[config.mk]
export PLATFORM = sky130hd
export DESIGN_NAME = aes_round_core
export DESIGN_NICKNAME = d
export VERILOG_FILES = /design/src/rtl/aes_gf_pkg.sv /design/src/rtl/aes_round_pkg.sv /design/src/rtl/aes_column_mixer.sv /design/src/rtl/aes_gf256_inverter.sv /design/src/rtl/aes_round_core.sv /design/src/rtl/aes_row_shifter.sv /design/src/rtl/aes_sbox_lane.sv
export VERILOG_INCLUDE_DIRS = /design/src /design/src/rtl
export SDC_FILE = /design/constraint.sdc
export NUM_CORES = 2
export LEC_CHECK = 0
export BUFFER_PORTS_ARGS = -buffer_cell sky130_fd_sc_hd__buf_2
export CAP_MARGIN = 20
export CELL_PAD_IN_SITES_DETAIL_PLACEMENT = 0
export CELL_PAD_IN_SITES_GLOBAL_PLACEMENT = 2
export CORE_ASPECT_RATIO = 1.5
export CORE_MARGIN = 4
export CORE_UTILIZATION = 40
export CTS_CLUSTER_SIZE = 25
export DETAILED_ROUTE_END_ITERATION = 7
export GPL_TIMING_DRIVEN = 0
export PLACE_DENSITY_LB_ADDON = 0.1
export SETUP_SLACK_MARGIN = 0.05
export SYNTH_ARGS = -nofsm -noshare
export SYNTH_HDL_FRONTEND = slang
export SYNTH_HIERARCHICAL = 1
export SYNTH_SLANG_ARGS = --single-unit
[constraint.sdc]
create_clock -name i_clk -period 5 [get_ports i_clk]
set_input_delay 0.25 -clock i_clk [delete_from_list [all_inputs] [get_ports i_clk]]
set_output_delay 0.25 -clock i_clk [all_outputs]
set_load 0.02 [all_outputs]
[src/rtl/aes_defs.svh]
`ifndef AES_DEFS_SVH
`define AES_DEFS_SVH

// bits per field element
`define AES_BYTE_W 8

// bytes in one 128-bit state
`define AES_NUM_BYTES 16

// state columns, four bytes each
`define AES_NUM_COLS 4

// low byte of x^8 + x^4 + x^3 + x + 1
`define AES_REDUCE_POLY 8'h1b

`endif

[src/rtl/aes_gf_pkg.sv]
`include "aes_defs.svh"

package aes_gf_pkg;

	typedef logic [`AES_BYTE_W-1:0] gf_byte_t;
	typedef logic [3:0] gf_nibble_t;
	typedef logic [1:0] gf_pair_t;
	typedef logic [(`AES_NUM_BYTES/`AES_NUM_COLS)*`AES_BYTE_W-1:0] aes_column_t;
	// column-major, byte 0 in the top bits
	typedef logic [`AES_NUM_BYTES*`AES_BYTE_W-1:0] aes_state_t;

	// GF(2^4) element with the sums reused by the shared-factor multipliers
	typedef struct packed {
		gf_nibble_t val;
		gf_pair_t sum;
		logic hi;
		logic lo;
		logic all;
	} gf_nibble_sf_t;

	// square in GF(2^2), normal basis [W^2, W]
	function automatic gf_pair_t gf2_sq(gf_pair_t a);
		return {a[0], a[1]};
	endfunction

	// multiply in GF(2^2) given shared factors ab, cd
	function automatic gf_pair_t gf2_muls(gf_pair_t a, logic ab, gf_pair_t b, logic cd);
		logic abcd;
		abcd = ~(ab & cd);
		return {~(a[1] & b[1]) ^ abcd, ~(a[0] & b[0]) ^ abcd};
	endfunction

	// multiply and scale by N in GF(2^2)
	function automatic gf_pair_t gf2_muls_scl(gf_pair_t a, logic ab, gf_pair_t b, logic cd);
		logic t;
		t = ~(a[0] & b[0]);
		return {~(ab & cd) ^ t, ~(a[1] & b[1]) ^ t};
	endfunction

	function automatic gf_nibble_sf_t gf4_factors(gf_nibble_t x);
		gf_nibble_sf_t f;
		f.val = x;
		f.sum = x[3:2] ^ x[1:0];
		f.hi = x[3] ^ x[2];
		f.lo = x[1] ^ x[0];
		f.all = f.sum[1] ^ f.sum[0];
		return f;
	endfunction

	// multiply in GF(2^4)/GF(2^2), basis [alpha^8, alpha^2]
	function automatic gf_nibble_t gf4_muls(gf_nibble_sf_t x, gf_nibble_sf_t y);
		gf_pair_t ph;
		gf_pair_t pl;
		gf_pair_t p;
		ph = gf2_muls(x.val[3:2], x.hi, y.val[3:2], y.hi);
		pl = gf2_muls(x.val[1:0], x.lo, y.val[1:0], y.lo);
		p = gf2_muls_scl(x.sum, x.all, y.sum, y.all);
		return {ph ^ p, pl ^ p};
	endfunction

	// inverse in GF(2^4), the norm term folded into NAND/NOR form
	function automatic gf_nibble_t gf4_inv(gf_nibble_t x);
		gf_pair_t a;
		gf_pair_t b;
		gf_pair_t c;
		gf_pair_t d;
		logic sa;
		logic sb;
		logic sd;
		a = x[3:2];
		b = x[1:0];
		sa = a[1] ^ a[0];
		sb = b[1] ^ b[0];
		c = {~(a[1] | b[1]) ^ ~(sa & sb), ~(sa | sb) ^ ~(a[0] & b[0])};
		d = gf2_sq(c);
		sd = d[1] ^ d[0];
		return {gf2_muls(d, sd, b, sb), gf2_muls(d, sd, a, sa)};
	endfunction

	// inverting 2:1 byte select, picks a when s is set
	function automatic gf_byte_t gf_select_not(gf_byte_t a, gf_byte_t b, logic s);
		return ~(s ? a : b);
	endfunction

	function automatic gf_byte_t xtime(gf_byte_t b);
		return {b[`AES_BYTE_W-2:0], 1'b0} ^ (`AES_REDUCE_POLY & {`AES_BYTE_W{b[`AES_BYTE_W-1]}});
	endfunction

endpackage

[src/rtl/aes_round_pkg.sv]
package aes_round_pkg;

	import aes_gf_pkg::*;

	// per-item control, sampled with the input strobe
	typedef struct packed {
		logic valid;
		logic decrypt;
		// final round has no column mixing
		logic skip_mix;
	} round_ctrl_t;

	// one item between pipeline stages
	typedef struct packed {
		round_ctrl_t ctrl;
		aes_state_t state;
	} round_stage_t;

endpackage

[src/rtl/aes_column_mixer.sv]
`include "aes_defs.svh"

module aes_column_mixer
	import aes_gf_pkg::*;
	import aes_round_pkg::*;
(
	input logic i_clk,
	input logic i_rst,
	input round_ctrl_t i_ctrl,
	input aes_state_t i_bytes,
	output logic o_valid,
	output aes_state_t o_state
);

	localparam int ROWS = `AES_NUM_BYTES / `AES_NUM_COLS;
	localparam int BW = `AES_BYTE_W;
	localparam int COL_W = ROWS * BW;

	round_ctrl_t ctrl_q;
	aes_state_t mixed;

	// lines up with the register inside the S-box lanes
	always_ff @(posedge i_clk)
	begin
		if (i_rst)
			ctrl_q <= '0;
		else
			ctrl_q <= i_ctrl;
	end

	always_comb
	begin
		aes_column_t col;
		aes_column_t col_out;
		gf_byte_t s [ROWS];
		gf_byte_t x2 [ROWS];
		gf_byte_t x4 [ROWS];
		gf_byte_t x8 [ROWS];
		gf_byte_t fwd;
		gf_byte_t inv;
		int r1;
		int r2;
		int r3;
		for (int c = 0; c < `AES_NUM_COLS; c++)
		begin
			col = i_bytes[(`AES_NUM_COLS-1-c)*COL_W +: COL_W];
			for (int r = 0; r < ROWS; r++)
			begin
				s[r] = col[(ROWS-1-r)*BW +: BW];
				x2[r] = xtime(s[r]);
				x4[r] = xtime(x2[r]);
				x8[r] = xtime(x4[r]);
			end
			for (int r = 0; r < ROWS; r++)
			begin
				r1 = (r + 1) % ROWS;
				r2 = (r + 2) % ROWS;
				r3 = (r + 3) % ROWS;
				// 2 3 1 1
				fwd = x2[r] ^ x2[r1] ^ s[r1] ^ s[r2] ^ s[r3];
				// e b d 9
				inv = (x8[r] ^ x4[r] ^ x2[r]) ^ (x8[r1] ^ x2[r1] ^ s[r1])
					^ (x8[r2] ^ x4[r2] ^ s[r2]) ^ (x8[r3] ^ s[r3]);
				if (ctrl_q.skip_mix)
					col_out[(ROWS-1-r)*BW +: BW] = s[r];
				else if (ctrl_q.decrypt)
					col_out[(ROWS-1-r)*BW +: BW] = inv;
				else
					col_out[(ROWS-1-r)*BW +: BW] = fwd;
			end
			mixed[(`AES_NUM_COLS-1-c)*COL_W +: COL_W] = col_out;
		end
	end

	always_ff @(posedge i_clk)
	begin
		o_state <= mixed;
		if (i_rst)
			o_valid <= 1'b0;
		else
			o_valid <= ctrl_q.valid;
	end

	a_state_known: assert property (@(posedge i_clk) disable iff (i_rst)
		o_valid |-> !$isunknown(o_state));

endmodule

[src/rtl/aes_gf256_inverter.sv]
module aes_gf256_inverter
	import aes_gf_pkg::*;
(
	input logic i_clk,
	input gf_byte_t i_elem,
	output gf_byte_t o_inv
);

	gf_nibble_sf_t a;
	gf_nibble_sf_t b;
	gf_nibble_t c;
	logic c1;
	logic c2;
	logic c3;
	gf_nibble_t d;

	gf_nibble_sf_t a_q;
	gf_nibble_sf_t b_q;
	gf_nibble_t d_q;
	gf_nibble_sf_t d_sf;
	gf_nibble_t p;
	gf_nibble_t q;

	// split over normal basis [d^16, d]
	assign a = gf4_factors(i_elem[7:4]);
	assign b = gf4_factors(i_elem[3:0]);

	// a*b + (a+b)^2 * nu, flattened
	assign c1 = ~(a.hi & b.hi);
	assign c2 = ~(a.sum[0] & b.sum[0]);
	assign c3 = ~(a.all & b.all);
	assign c[3] = ~(a.sum[0] | b.sum[0]) ^ ~(a.val[3] & b.val[3]) ^ c1 ^ c3;
	assign c[2] = ~(a.sum[1] | b.sum[1]) ^ ~(a.val[2] & b.val[2]) ^ c1 ^ c2;
	assign c[1] = ~(a.lo | b.lo) ^ ~(a.val[1] & b.val[1]) ^ c2 ^ c3;
	assign c[0] = ~(a.val[0] | b.val[0]) ^ ~(a.lo & b.lo) ^ ~(a.sum[1] & b.sum[1]) ^ c2;

	assign d = gf4_inv(c);

	// pipeline cut between the inverse and the products
	always_ff @(posedge i_clk)
	begin
		a_q <= a;
		b_q <= b;
		d_q <= d;
	end

	assign d_sf = gf4_factors(d_q);
	assign p = gf4_muls(d_sf, b_q);
	assign q = gf4_muls(d_sf, a_q);

	assign o_inv = {p, q};

endmodule

[src/rtl/aes_round_core.sv]
`include "aes_defs.svh"

module aes_round_core
	import aes_gf_pkg::*;
	import aes_round_pkg::*;
(
	input logic i_clk,
	input logic i_rst,
	input logic i_valid,
	input logic i_decrypt,
	input logic i_skip_mix,
	input aes_state_t i_state,
	output logic o_valid,
	output aes_state_t o_state
);

	localparam int BW = `AES_BYTE_W;

	round_stage_t stage1;
	aes_state_t lane_bytes;

	aes_row_shifter u_shifter (
		.i_clk(i_clk),
		.i_rst(i_rst),
		.i_valid(i_valid),
		.i_decrypt(i_decrypt),
		.i_skip_mix(i_skip_mix),
		.i_state(i_state),
		.o_stage(stage1)
	);

	// byte k sits in the top bits for k = 0
	for (genvar k = 0; k < `AES_NUM_BYTES; k++)
	begin : g_lane
		aes_sbox_lane u_lane (
			.i_clk(i_clk),
			.i_decrypt(stage1.ctrl.decrypt),
			.i_byte(stage1.state[(`AES_NUM_BYTES-1-k)*BW +: BW]),
			.o_byte(lane_bytes[(`AES_NUM_BYTES-1-k)*BW +: BW])
		);
	end

	aes_column_mixer u_mixer (
		.i_clk(i_clk),
		.i_rst(i_rst),
		.i_ctrl(stage1.ctrl),
		.i_bytes(lane_bytes),
		.o_valid(o_valid),
		.o_state(o_state)
	);

endmodule

[src/rtl/aes_row_shifter.sv]
`include "aes_defs.svh"

module aes_row_shifter
	import aes_gf_pkg::*;
	import aes_round_pkg::*;
(
	input logic i_clk,
	input logic i_rst,
	input logic i_valid,
	input logic i_decrypt,
	input logic i_skip_mix,
	input aes_state_t i_state,
	output round_stage_t o_stage
);

	localparam int ROWS = `AES_NUM_BYTES / `AES_NUM_COLS;
	localparam int COLS = `AES_NUM_COLS;
	localparam int BW = `AES_BYTE_W;

	aes_state_t shifted;

	// row r rotates left by r columns, right by r for the inverse
	always_comb
	begin
		for (int c = 0; c < COLS; c++)
		begin
			for (int r = 0; r < ROWS; r++)
			begin
				if (i_decrypt)
					shifted[(`AES_NUM_BYTES-1-(c*ROWS+r))*BW +: BW] =
						i_state[(`AES_NUM_BYTES-1-(((c+COLS-r)%COLS)*ROWS+r))*BW +: BW];
				else
					shifted[(`AES_NUM_BYTES-1-(c*ROWS+r))*BW +: BW] =
						i_state[(`AES_NUM_BYTES-1-(((c+r)%COLS)*ROWS+r))*BW +: BW];
			end
		end
	end

	always_ff @(posedge i_clk)
	begin
		o_stage.state <= shifted;
		o_stage.ctrl.decrypt <= i_decrypt;
		o_stage.ctrl.skip_mix <= i_skip_mix;
		if (i_rst)
			o_stage.ctrl.valid <= 1'b0;
		else
			o_stage.ctrl.valid <= i_valid;
	end

	a_valid_known: assert property (@(posedge i_clk) disable iff (i_rst)
		!$isunknown(o_stage.ctrl.valid));

endmodule

[src/rtl/aes_sbox_lane.sv]
module aes_sbox_lane
	import aes_gf_pkg::*;
(
	input logic i_clk,
	input logic i_decrypt,
	input gf_byte_t i_byte,
	output gf_byte_t o_byte
);

	logic [9:1] r;
	logic [10:1] t;
	gf_byte_t in_enc;
	gf_byte_t in_dec;
	gf_byte_t in_sel;
	gf_byte_t inv;
	gf_byte_t out_enc;
	gf_byte_t out_dec;
	logic decrypt_q;

	// shared terms of the two input basis changes
	assign r[1] = i_byte[7] ^ i_byte[5];
	assign r[2] = i_byte[7] ~^ i_byte[4];
	assign r[3] = i_byte[6] ^ i_byte[0];
	assign r[4] = i_byte[5] ~^ r[3];
	assign r[5] = i_byte[4] ^ r[4];
	assign r[6] = i_byte[3] ^ i_byte[0];
	assign r[7] = i_byte[2] ^ r[1];
	assign r[8] = i_byte[1] ^ r[3];
	assign r[9] = i_byte[3] ^ r[8];

	// forward: basis change merged with the S-box bit matrix
	assign in_enc = {r[7] ~^ r[8], r[5], i_byte[1] ^ r[4], r[1] ~^ r[3],
		i_byte[1] ^ r[2] ^ r[6], ~i_byte[0], r[4], i_byte[2] ~^ r[9]};
	// inverse affine folded into the basis change
	assign in_dec = {r[2], i_byte[4] ^ r[8], i_byte[6] ^ i_byte[4], r[9],
		i_byte[6] ~^ r[2], r[7], i_byte[4] ^ r[6], i_byte[1] ^ r[5]};

	assign in_sel = gf_select_not(in_enc, in_dec, ~i_decrypt);

	aes_gf256_inverter u_inverter (
		.i_clk(i_clk),
		.i_elem(in_sel),
		.o_inv(inv)
	);

	// direction follows the inverter register
	always_ff @(posedge i_clk)
		decrypt_q <= i_decrypt;

	assign t[1] = inv[7] ^ inv[3];
	assign t[2] = inv[6] ^ inv[4];
	assign t[3] = inv[6] ^ inv[0];
	assign t[4] = inv[5] ~^ inv[3];
	assign t[5] = inv[5] ~^ t[1];
	assign t[6] = inv[5] ~^ inv[1];
	assign t[7] = inv[4] ~^ t[6];
	assign t[8] = inv[2] ^ t[4];
	assign t[9] = inv[1] ^ t[2];
	assign t[10] = t[3] ^ t[5];

	// basis return with the affine step
	assign out_enc = {t[4], t[1], t[3], t[5], t[2] ^ t[5], t[3] ^ t[8], t[7], t[9]};
	// plain basis return for the inverse S-box
	assign out_dec = {inv[4] ~^ inv[1], inv[1] ^ t[10], inv[2] ^ t[10], inv[6] ~^ inv[1],
		t[8] ^ t[9], inv[7] ~^ t[7], t[6], ~inv[2]};

	assign o_byte = gf_select_not(out_enc, out_dec, ~decrypt_q);

endmodule

After elaboration in Yosys (flattened, before gate mapping)
Index checks and enable logic that the tools add are counted.

word-level totals
  bits in registers = 616
  input port bits = 133
  output and inout bits = 129
  word-level logic and storage cells = 3,250

operators by class
  muxes and demuxes = 72
  bitwise logic cells = 2,992

operator list
  kind                                  number
  8-bit XOR                             208
  1-bit XOR                             1,072
  1-bit NOT                             672
  8-bit two-way mux                     72
  1-bit bitwise AND                     544
  8-bit by 5-bit XOR with 8-bit output  48
  8-bit NOT                             32
  2-bit XOR                             112
  1-bit XNOR                            208
  1-bit bitwise OR                      96

Longest topological paths before layout
  depth after elaboration = 22
  mapped depth = 20
  mapped depth without buffers = 17

By module
Netlist, hierarchy kept.

modules (own cells, without submodules)
  module              times used  cells each  area an instance (µm²)  seq. area each (µm²)
  aes_gf256_inverter  16          173         1,562.7                 440.4
  aes_column_mixer    1           1,405       13,578.0                2,642.5
  aes_sbox_lane       16          78          595.6                   20.0
  aes_row_shifter     1           203         3,706.1                 2,622.5

Worst setup path before layout
Ideal clock, no wire load.

  path kind = register to register
  from = register u_shifter/o_stage[129] in the netlist's numbering
  to = register g_lane[0].u_lane.u_inverter.d_q[1]
  library setup time = 0.114 ns
  arrival time = 4.477 ns
  data required time = 4.886 ns
  setup slack = 0.410 ns
  cell stages (with the launch flop) = 11
  path buffers = 2
  period minus slack after synthesis = 4.590 ns
  path through = dfxtp_1 -> clkbuf_1 -> o21ai_0 -> xnor2_1 -> buf_6 -> and2b_1 -> xnor2_1 -> o221a_2 -> xor2_2 -> or2_0 -> a21o_1

between the ends
  word-level cells in the longest chain between the ends = 16
  elaborated cells between the ends (all ways) = 64
  classes of those cells = mux (1); bitwise (63)

ends and longest elaborated chain
  item                                                   line                      RTL
  start: declaration                                     aes_row_shifter.sv:13     output round_stage_t o_stage
  8-bit two-way mux *                                    aes_gf_pkg.sv:82          return ~(s ? a : b);
  8-bit NOT *                                            aes_gf_pkg.sv:82
  via g_lane[0].u_lane.in_sel[3]                         aes_sbox_lane.sv:14       gf_byte_t in_sel;
  2-bit XOR                                              aes_gf_pkg.sv:43          f.sum = x[3:2] ^ x[1:0];
  1-bit bitwise OR                                       aes_gf256_inverter.sv:33  assign c[2] = ~(a.sum[1] | b.sum[1]) ^ ~(a.val[2] & b.val[2]) ^ c1 ^ c2;
  1-bit NOT                                              aes_gf256_inverter.sv:33
  1-bit XOR (3 in series)                                aes_gf256_inverter.sv:33
  1-bit XOR                                              aes_gf_pkg.sv:72          sa = a[1] ^ a[0];
  1-bit bitwise OR or 1-bit bitwise AND (tied branches)  aes_gf_pkg.sv:74          c = {~(a[1] | b[1]) ^ ~(sa & sb), ~(sa | sb) ^ ~(a[0] & b[0])};
  1-bit NOT                                              aes_gf_pkg.sv:74
  1-bit XOR                                              aes_gf_pkg.sv:74
  1-bit XOR                                              aes_gf_pkg.sv:76          sd = d[1] ^ d[0];
  1-bit bitwise AND                                      aes_gf_pkg.sv:29          abcd = ~(ab & cd);
  1-bit NOT                                              aes_gf_pkg.sv:29
  1-bit XOR *                                            aes_gf_pkg.sv:30          return {~(a[1] & b[1]) ^ abcd, ~(a[0] & b[0]) ^ abcd};
  via g_lane[0].u_lane.u_inverter.d[1]                   aes_gf256_inverter.sv:15  gf_nibble_t d;
  end signal: assignment                                 aes_gf256_inverter.sv:44  d_q <= d;
  end: declaration                                       aes_gf256_inverter.sv:19  gf_nibble_t d_q;

Mark *: on every way through the listed nets, which the timed path passes. The rest lies on a longest branch.
A chain may end at the register's enable or synchronous reset.

Final worst setup path
  from = register g_lane[6].u_lane.u_inverter.d_q[2]
  to = register u_mixer.o_state[76]

between the ends
  elaborated cells between the ends (all ways) = 65
  classes of those cells = mux (3); bitwise (62)

RTL lines
  item                                                  line                                RTL
  start: declaration                                    aes_gf256_inverter.sv:19
  start signal: assignment                              aes_gf256_inverter.sv:44
  1-bit XOR or 2-bit XOR (tied branches)                aes_gf_pkg.sv:44, aes_gf_pkg.sv:43
  1-bit bitwise AND (on tied branches)                  aes_gf_pkg.sv:29, aes_gf_pkg.sv:36
  1-bit NOT (on tied branches)                          aes_gf_pkg.sv:29, aes_gf_pkg.sv:36
  1-bit XOR (on tied branches)                          aes_gf_pkg.sv:30, aes_gf_pkg.sv:37
  2-bit XOR *                                           aes_gf_pkg.sv:58                    return {ph ^ p, pl ^ p};
  via g_lane[6].u_lane.inv[6]                           aes_sbox_lane.sv:15                 gf_byte_t inv;
  1-bit XOR *                                           aes_sbox_lane.sv:52                 assign t[3] = inv[6] ^ inv[0];
  1-bit XOR *                                           aes_sbox_lane.sv:62                 assign out_enc = {t[4], t[1], t[3], t[5], t[2] ^ t[5], t[3] ^ t[8], t[7], t[9]};
  8-bit two-way mux *                                   aes_gf_pkg.sv:82
  8-bit NOT *                                           aes_gf_pkg.sv:82
  via lane_bytes[74]                                    aes_round_core.sv:20                aes_state_t lane_bytes;
  8-bit by 5-bit XOR with 8-bit output * (2 in series)  aes_gf_pkg.sv:86                    return {b[`AES_BYTE_W-2:0], 1'b0} ^ (`AES_REDUCE_POLY & {`AES_BYTE_W{b[`AES_BYTE_W-1]}});
  8-bit XOR * (3 in series)                             aes_column_mixer.sv:62              inv = (x8[r] ^ x4[r] ^ x2[r]) ^ (x8[r1] ^ x2[r1] ^ s[r1])
  8-bit XOR * (2 in series)                             aes_column_mixer.sv:63              ^ (x8[r2] ^ x4[r2] ^ s[r2]) ^ (x8[r3] ^ s[r3]);
  8-bit two-way mux *                                   aes_column_mixer.sv:66              else if (ctrl_q.decrypt)
  8-bit two-way mux *                                   aes_column_mixer.sv:64              if (ctrl_q.skip_mix)
  via u_mixer.mixed[76]                                 aes_column_mixer.sv:20              aes_state_t mixed;
  end signal: assignment                                aes_column_mixer.sv:77              o_state <= mixed;
  end: declaration                                      aes_column_mixer.sv:12              output aes_state_t o_state

Marks and branches as above.

==> summary.md <==
| Metric | Value |
|---|---|
| Clock Sinks | 631 |
| Post-Syn Area per Cell | 9.21 um^2 |
| Final Max Slew Viols | 0 |
| Slowest CP cell | o21ai_0 |
| Most common cell after layout, fill and taps aside | xnor2_1 |
| Synthesized net count | 5757 |
| Num ports | 262 |
| Most frequent CP cell | xnor2_1 |
| Die width | 302 um |
| Wire per inst | 18.2 um |
| I/O Buffers | 261 |
| Share of cells above drive strength 1 | 0.204 |
| Startpoint Class | flip-flop |
| Yosys warns | 6 |
| Ys async rst share | 0 |
| Prevailing post-synth register cell | dfxtp_1 |
| First-pass GRT wire length | 223 mm |
| Fin crit share | 0.950 |
| # Max-Cap Violations | 0 |
| # rows | 161 |
| Clock skew | 0.0213 ns |
| Vias | 37664 |
| Drt pass-1 iters | 5 |
| Final ANT Viol Nets | 0 |
| Crit Path Class | reg -> reg |
| Data required, critical path | 5.49 ns |
| Cell variety after synth | 56 |
| Min-Delay Path Class | in -> reg |
| Pin count of the biggest net entering global routing | 44 |
| Critical path arrival | 5.24 ns |
| Critical Path Stages | 15 |
| Initial antenna violation count | 4 |
| CP max FO | 9 |
| Placer's final routability congestion estimate | 0.859 |
| Clk_lat worst skew | 0.68 ns |
| Slew HR | 0.225 |
| Fin nets | 6209 |
| Clock root buffer master | clkbuf_16 |
| Syn Inst Count | 5624 |
| Least-Margin Pin Slew | 1.16 ns |
| Core area | 0.129 mm^2 |
| DP HPWL | 113 mm |
| Total GRT Usage | 0.209 |
| Full die area | 0.135 mm^2 |
| Vias in the first global route | 38725 |
| Count of final setup violators | 0 |
| Reg2reg path depth | 15 |
| RSZ-0062 raised after global routing | yes |
| Cells on Worst Hold Path | 2 |
| Synthesis-to-finish area growth | 16.5% |
| CP Capture Type | flip-flop |
| H-tree Lvls | 3 |
| DR vias/cell | 4.80 |
| Residual DRC | 0 |
| Setup TNS | 0 ns |
| Total length of routed wires | 143 mm |
| Final Hold Viols | 0 |
| Num CTS Buffers | 73 |
| Most frequent cells in the layout | xnor2_1, dfxtp_1, xor2_1 |
| Seq cells post-synth | 631 |
| Crit-path cells | xor2_2 -> nand2_1 -> xor2_1 -> xnor2_2 -> xor2_1 -> xor2_1 -> xnor2_1 -> o21ai_0 -> buf_2 -> xor2_2 -> xnor2_1 -> xnor3_1 -> xnor2_1 -> xnor2_1 -> o21ai_0 |
| Crit path max-delay family | XOR/XNOR gates |
| Grt ovf | 0 |
| CTS tree | done |
| Sequential-to-total area share from yosys stat | 0.244 |
| Drt initial violations | 1393 |
| Post-synth EDFFs | 0 |
| Tmin final | 4.75 ns |
| Netlist Area Pre-Place | 0.0518 mm^2 |
| Worst stage delay on the critical path | 0.68 ns |
| Clock tree buffer depth | 3 |
| Initial Util | 0.403 |
| Status | finished clean |
| FMAX | 0.211 GHz |
| Die span in y | 449 um |
| Fill cells | 12644 |
| WP buf/inv | 1 |
| Design area | 0.0603 mm^2 |
| Placed cell area | 0.0554 mm^2 |
| Reg clk slew, reported paths | 0.06 ns |
==> final cells by class <==
cell class / instances / area (um^2) / area share
antenna: 2 / 5.00 / 0.0000829
inverter: 108 / 405 / 0.00672
clock inverter: 45 / 608 / 0.0101
multi-input combinational: 4471 / 37100 / 0.615
tap: 1711 / 2140 / 0.0355
timing repair buffer: 436 / 3100 / 0.0514
sequential: 631 / 12700 / 0.210
buffer: 355 / 2300 / 0.0382
clock buffer: 89 / 1970 / 0.0326
==> cell families after synthesis <==
| logic type | after synthesis | synth area share |
|---|---|---|
| AOI/OAI and AO/OA | 861 | 0.105 |
| xor gates and xnor gates | 2084 | 0.417 |
| buffers and inverters | 522 | 0.0563 |
| DFF | 631 | 0.244 |
| muxes | 357 | 0.0789 |
| and+or+nand+nor | 1169 | 0.0997 |
==> worst reg2reg max path, cell delays in order (launching register included) <==
cell     delay, ns
dfxtp_1       0.54
xor2_2        0.29
nand2_1       0.10
xor2_1        0.39
xnor2_2       0.22
xor2_1        0.37
xor2_1        0.21
xnor2_1       0.09
o21ai_0       0.27
buf_2         0.26
xor2_2        0.35
xnor2_1       0.20
xnor3_1       0.30
xnor2_1       0.22
xnor2_1       0.09
o21ai_0       0.68
==> worst paths after layout <==
path | start | slack (ns) | endpoint
worst max-delay path | g_lane[6].u_lane/u_inverter/d_q[2] | 0.25 | u_mixer/o_state[76]
worst min-delay path | i_state[42] | 0.19 | u_shifter/o_stage[106]
worst max register to register | g_lane[6].u_lane/u_inverter/d_q[2] | 0.25 | u_mixer/o_state[76]
worst min register to register | u_mixer/ctrl_q[2] | 0.44 | u_mixer/o_valid
==> state kept, by name, indices dropped and copies added (netlist names) <==
register	count
u_mixer/ctrl_q	3
g_lane.u_lane/u_inverter/b_q	144
g_lane.u_lane/u_inverter/d_q	64
u_shifter/o_stage	131
g_lane.u_lane/decrypt_q	16
g_lane.u_lane/u_inverter/a_q	144
u_mixer/o_state	128
u_mixer/o_valid	1
==> Yosys cell counts, types with 32 or more instances <==
library cell,count,share of area
xnor2_4,40,0.021
xor2_4,33,0.018
clkbuf_1,209,0.015
a21oi_1,228,0.022
o21ai_0,220,0.021
xor2_1,588,0.099
xnor2_1,1227,0.21
nand2_1,554,0.040
mux2_2,167,0.036
xnor3_1,63,0.027
o221a_2,32,0.0070
o21ai_1,42,0.0041
buf_2,45,0.0043
buf_6,69,0.015
dfxtp_1,631,0.24
nor3_1,32,0.0031
o211ai_1,48,0.0070
mux2i_1,129,0.025
a31oi_1,32,0.0039
o221ai_1,35,0.0059
xnor2_2,63,0.020
a22oi_1,99,0.014
inv_1,108,0.0078
nor2_1,345,0.025
buf_4,76,0.011
xor2_2,57,0.018
mux2_4,60,0.017
nor2b_1,69,0.0083
nand2b_1,53,0.0064
==> through the flow <==
step                setup WS (ns)   util  hold WS (ns)  cells
detailed placement         -0.643  0.431         0.354   7603
global placement            -3.14  0.430         0.352   7596
finish                      0.251  0.470         0.192   7848
CTS                        0.0638  0.467         0.105   7882
floorplan                   0.410      -         0.278   5624
global route             0.000573  0.469         0.167   7847
==> routing by layer <==
layer / track usage / routed length, um / vias to the layer above
li1: - / - / 19223
met1: 0.239 / 58400 / 17753
met2: 0.400 / 76300 / 534
met3: 0.0253 / 4530 / 154
met4: 0.0622 / 3860 / 0
met5: 0 / 0 / -
==> repair_timing <==
item                       in CTS  in global routing
setup endpoints to repair      94                 96
pin swaps                       0                  2
hold endpoints to repair      135                  0
gates cloned                    0                  0
gates resized for setup        71                 92
hold buffers                  165                  0
setup buffers                   0                  3
Power is not shown: default switching activity piles up to over one toggle a cycle in this logic, so the estimate is an artifact.
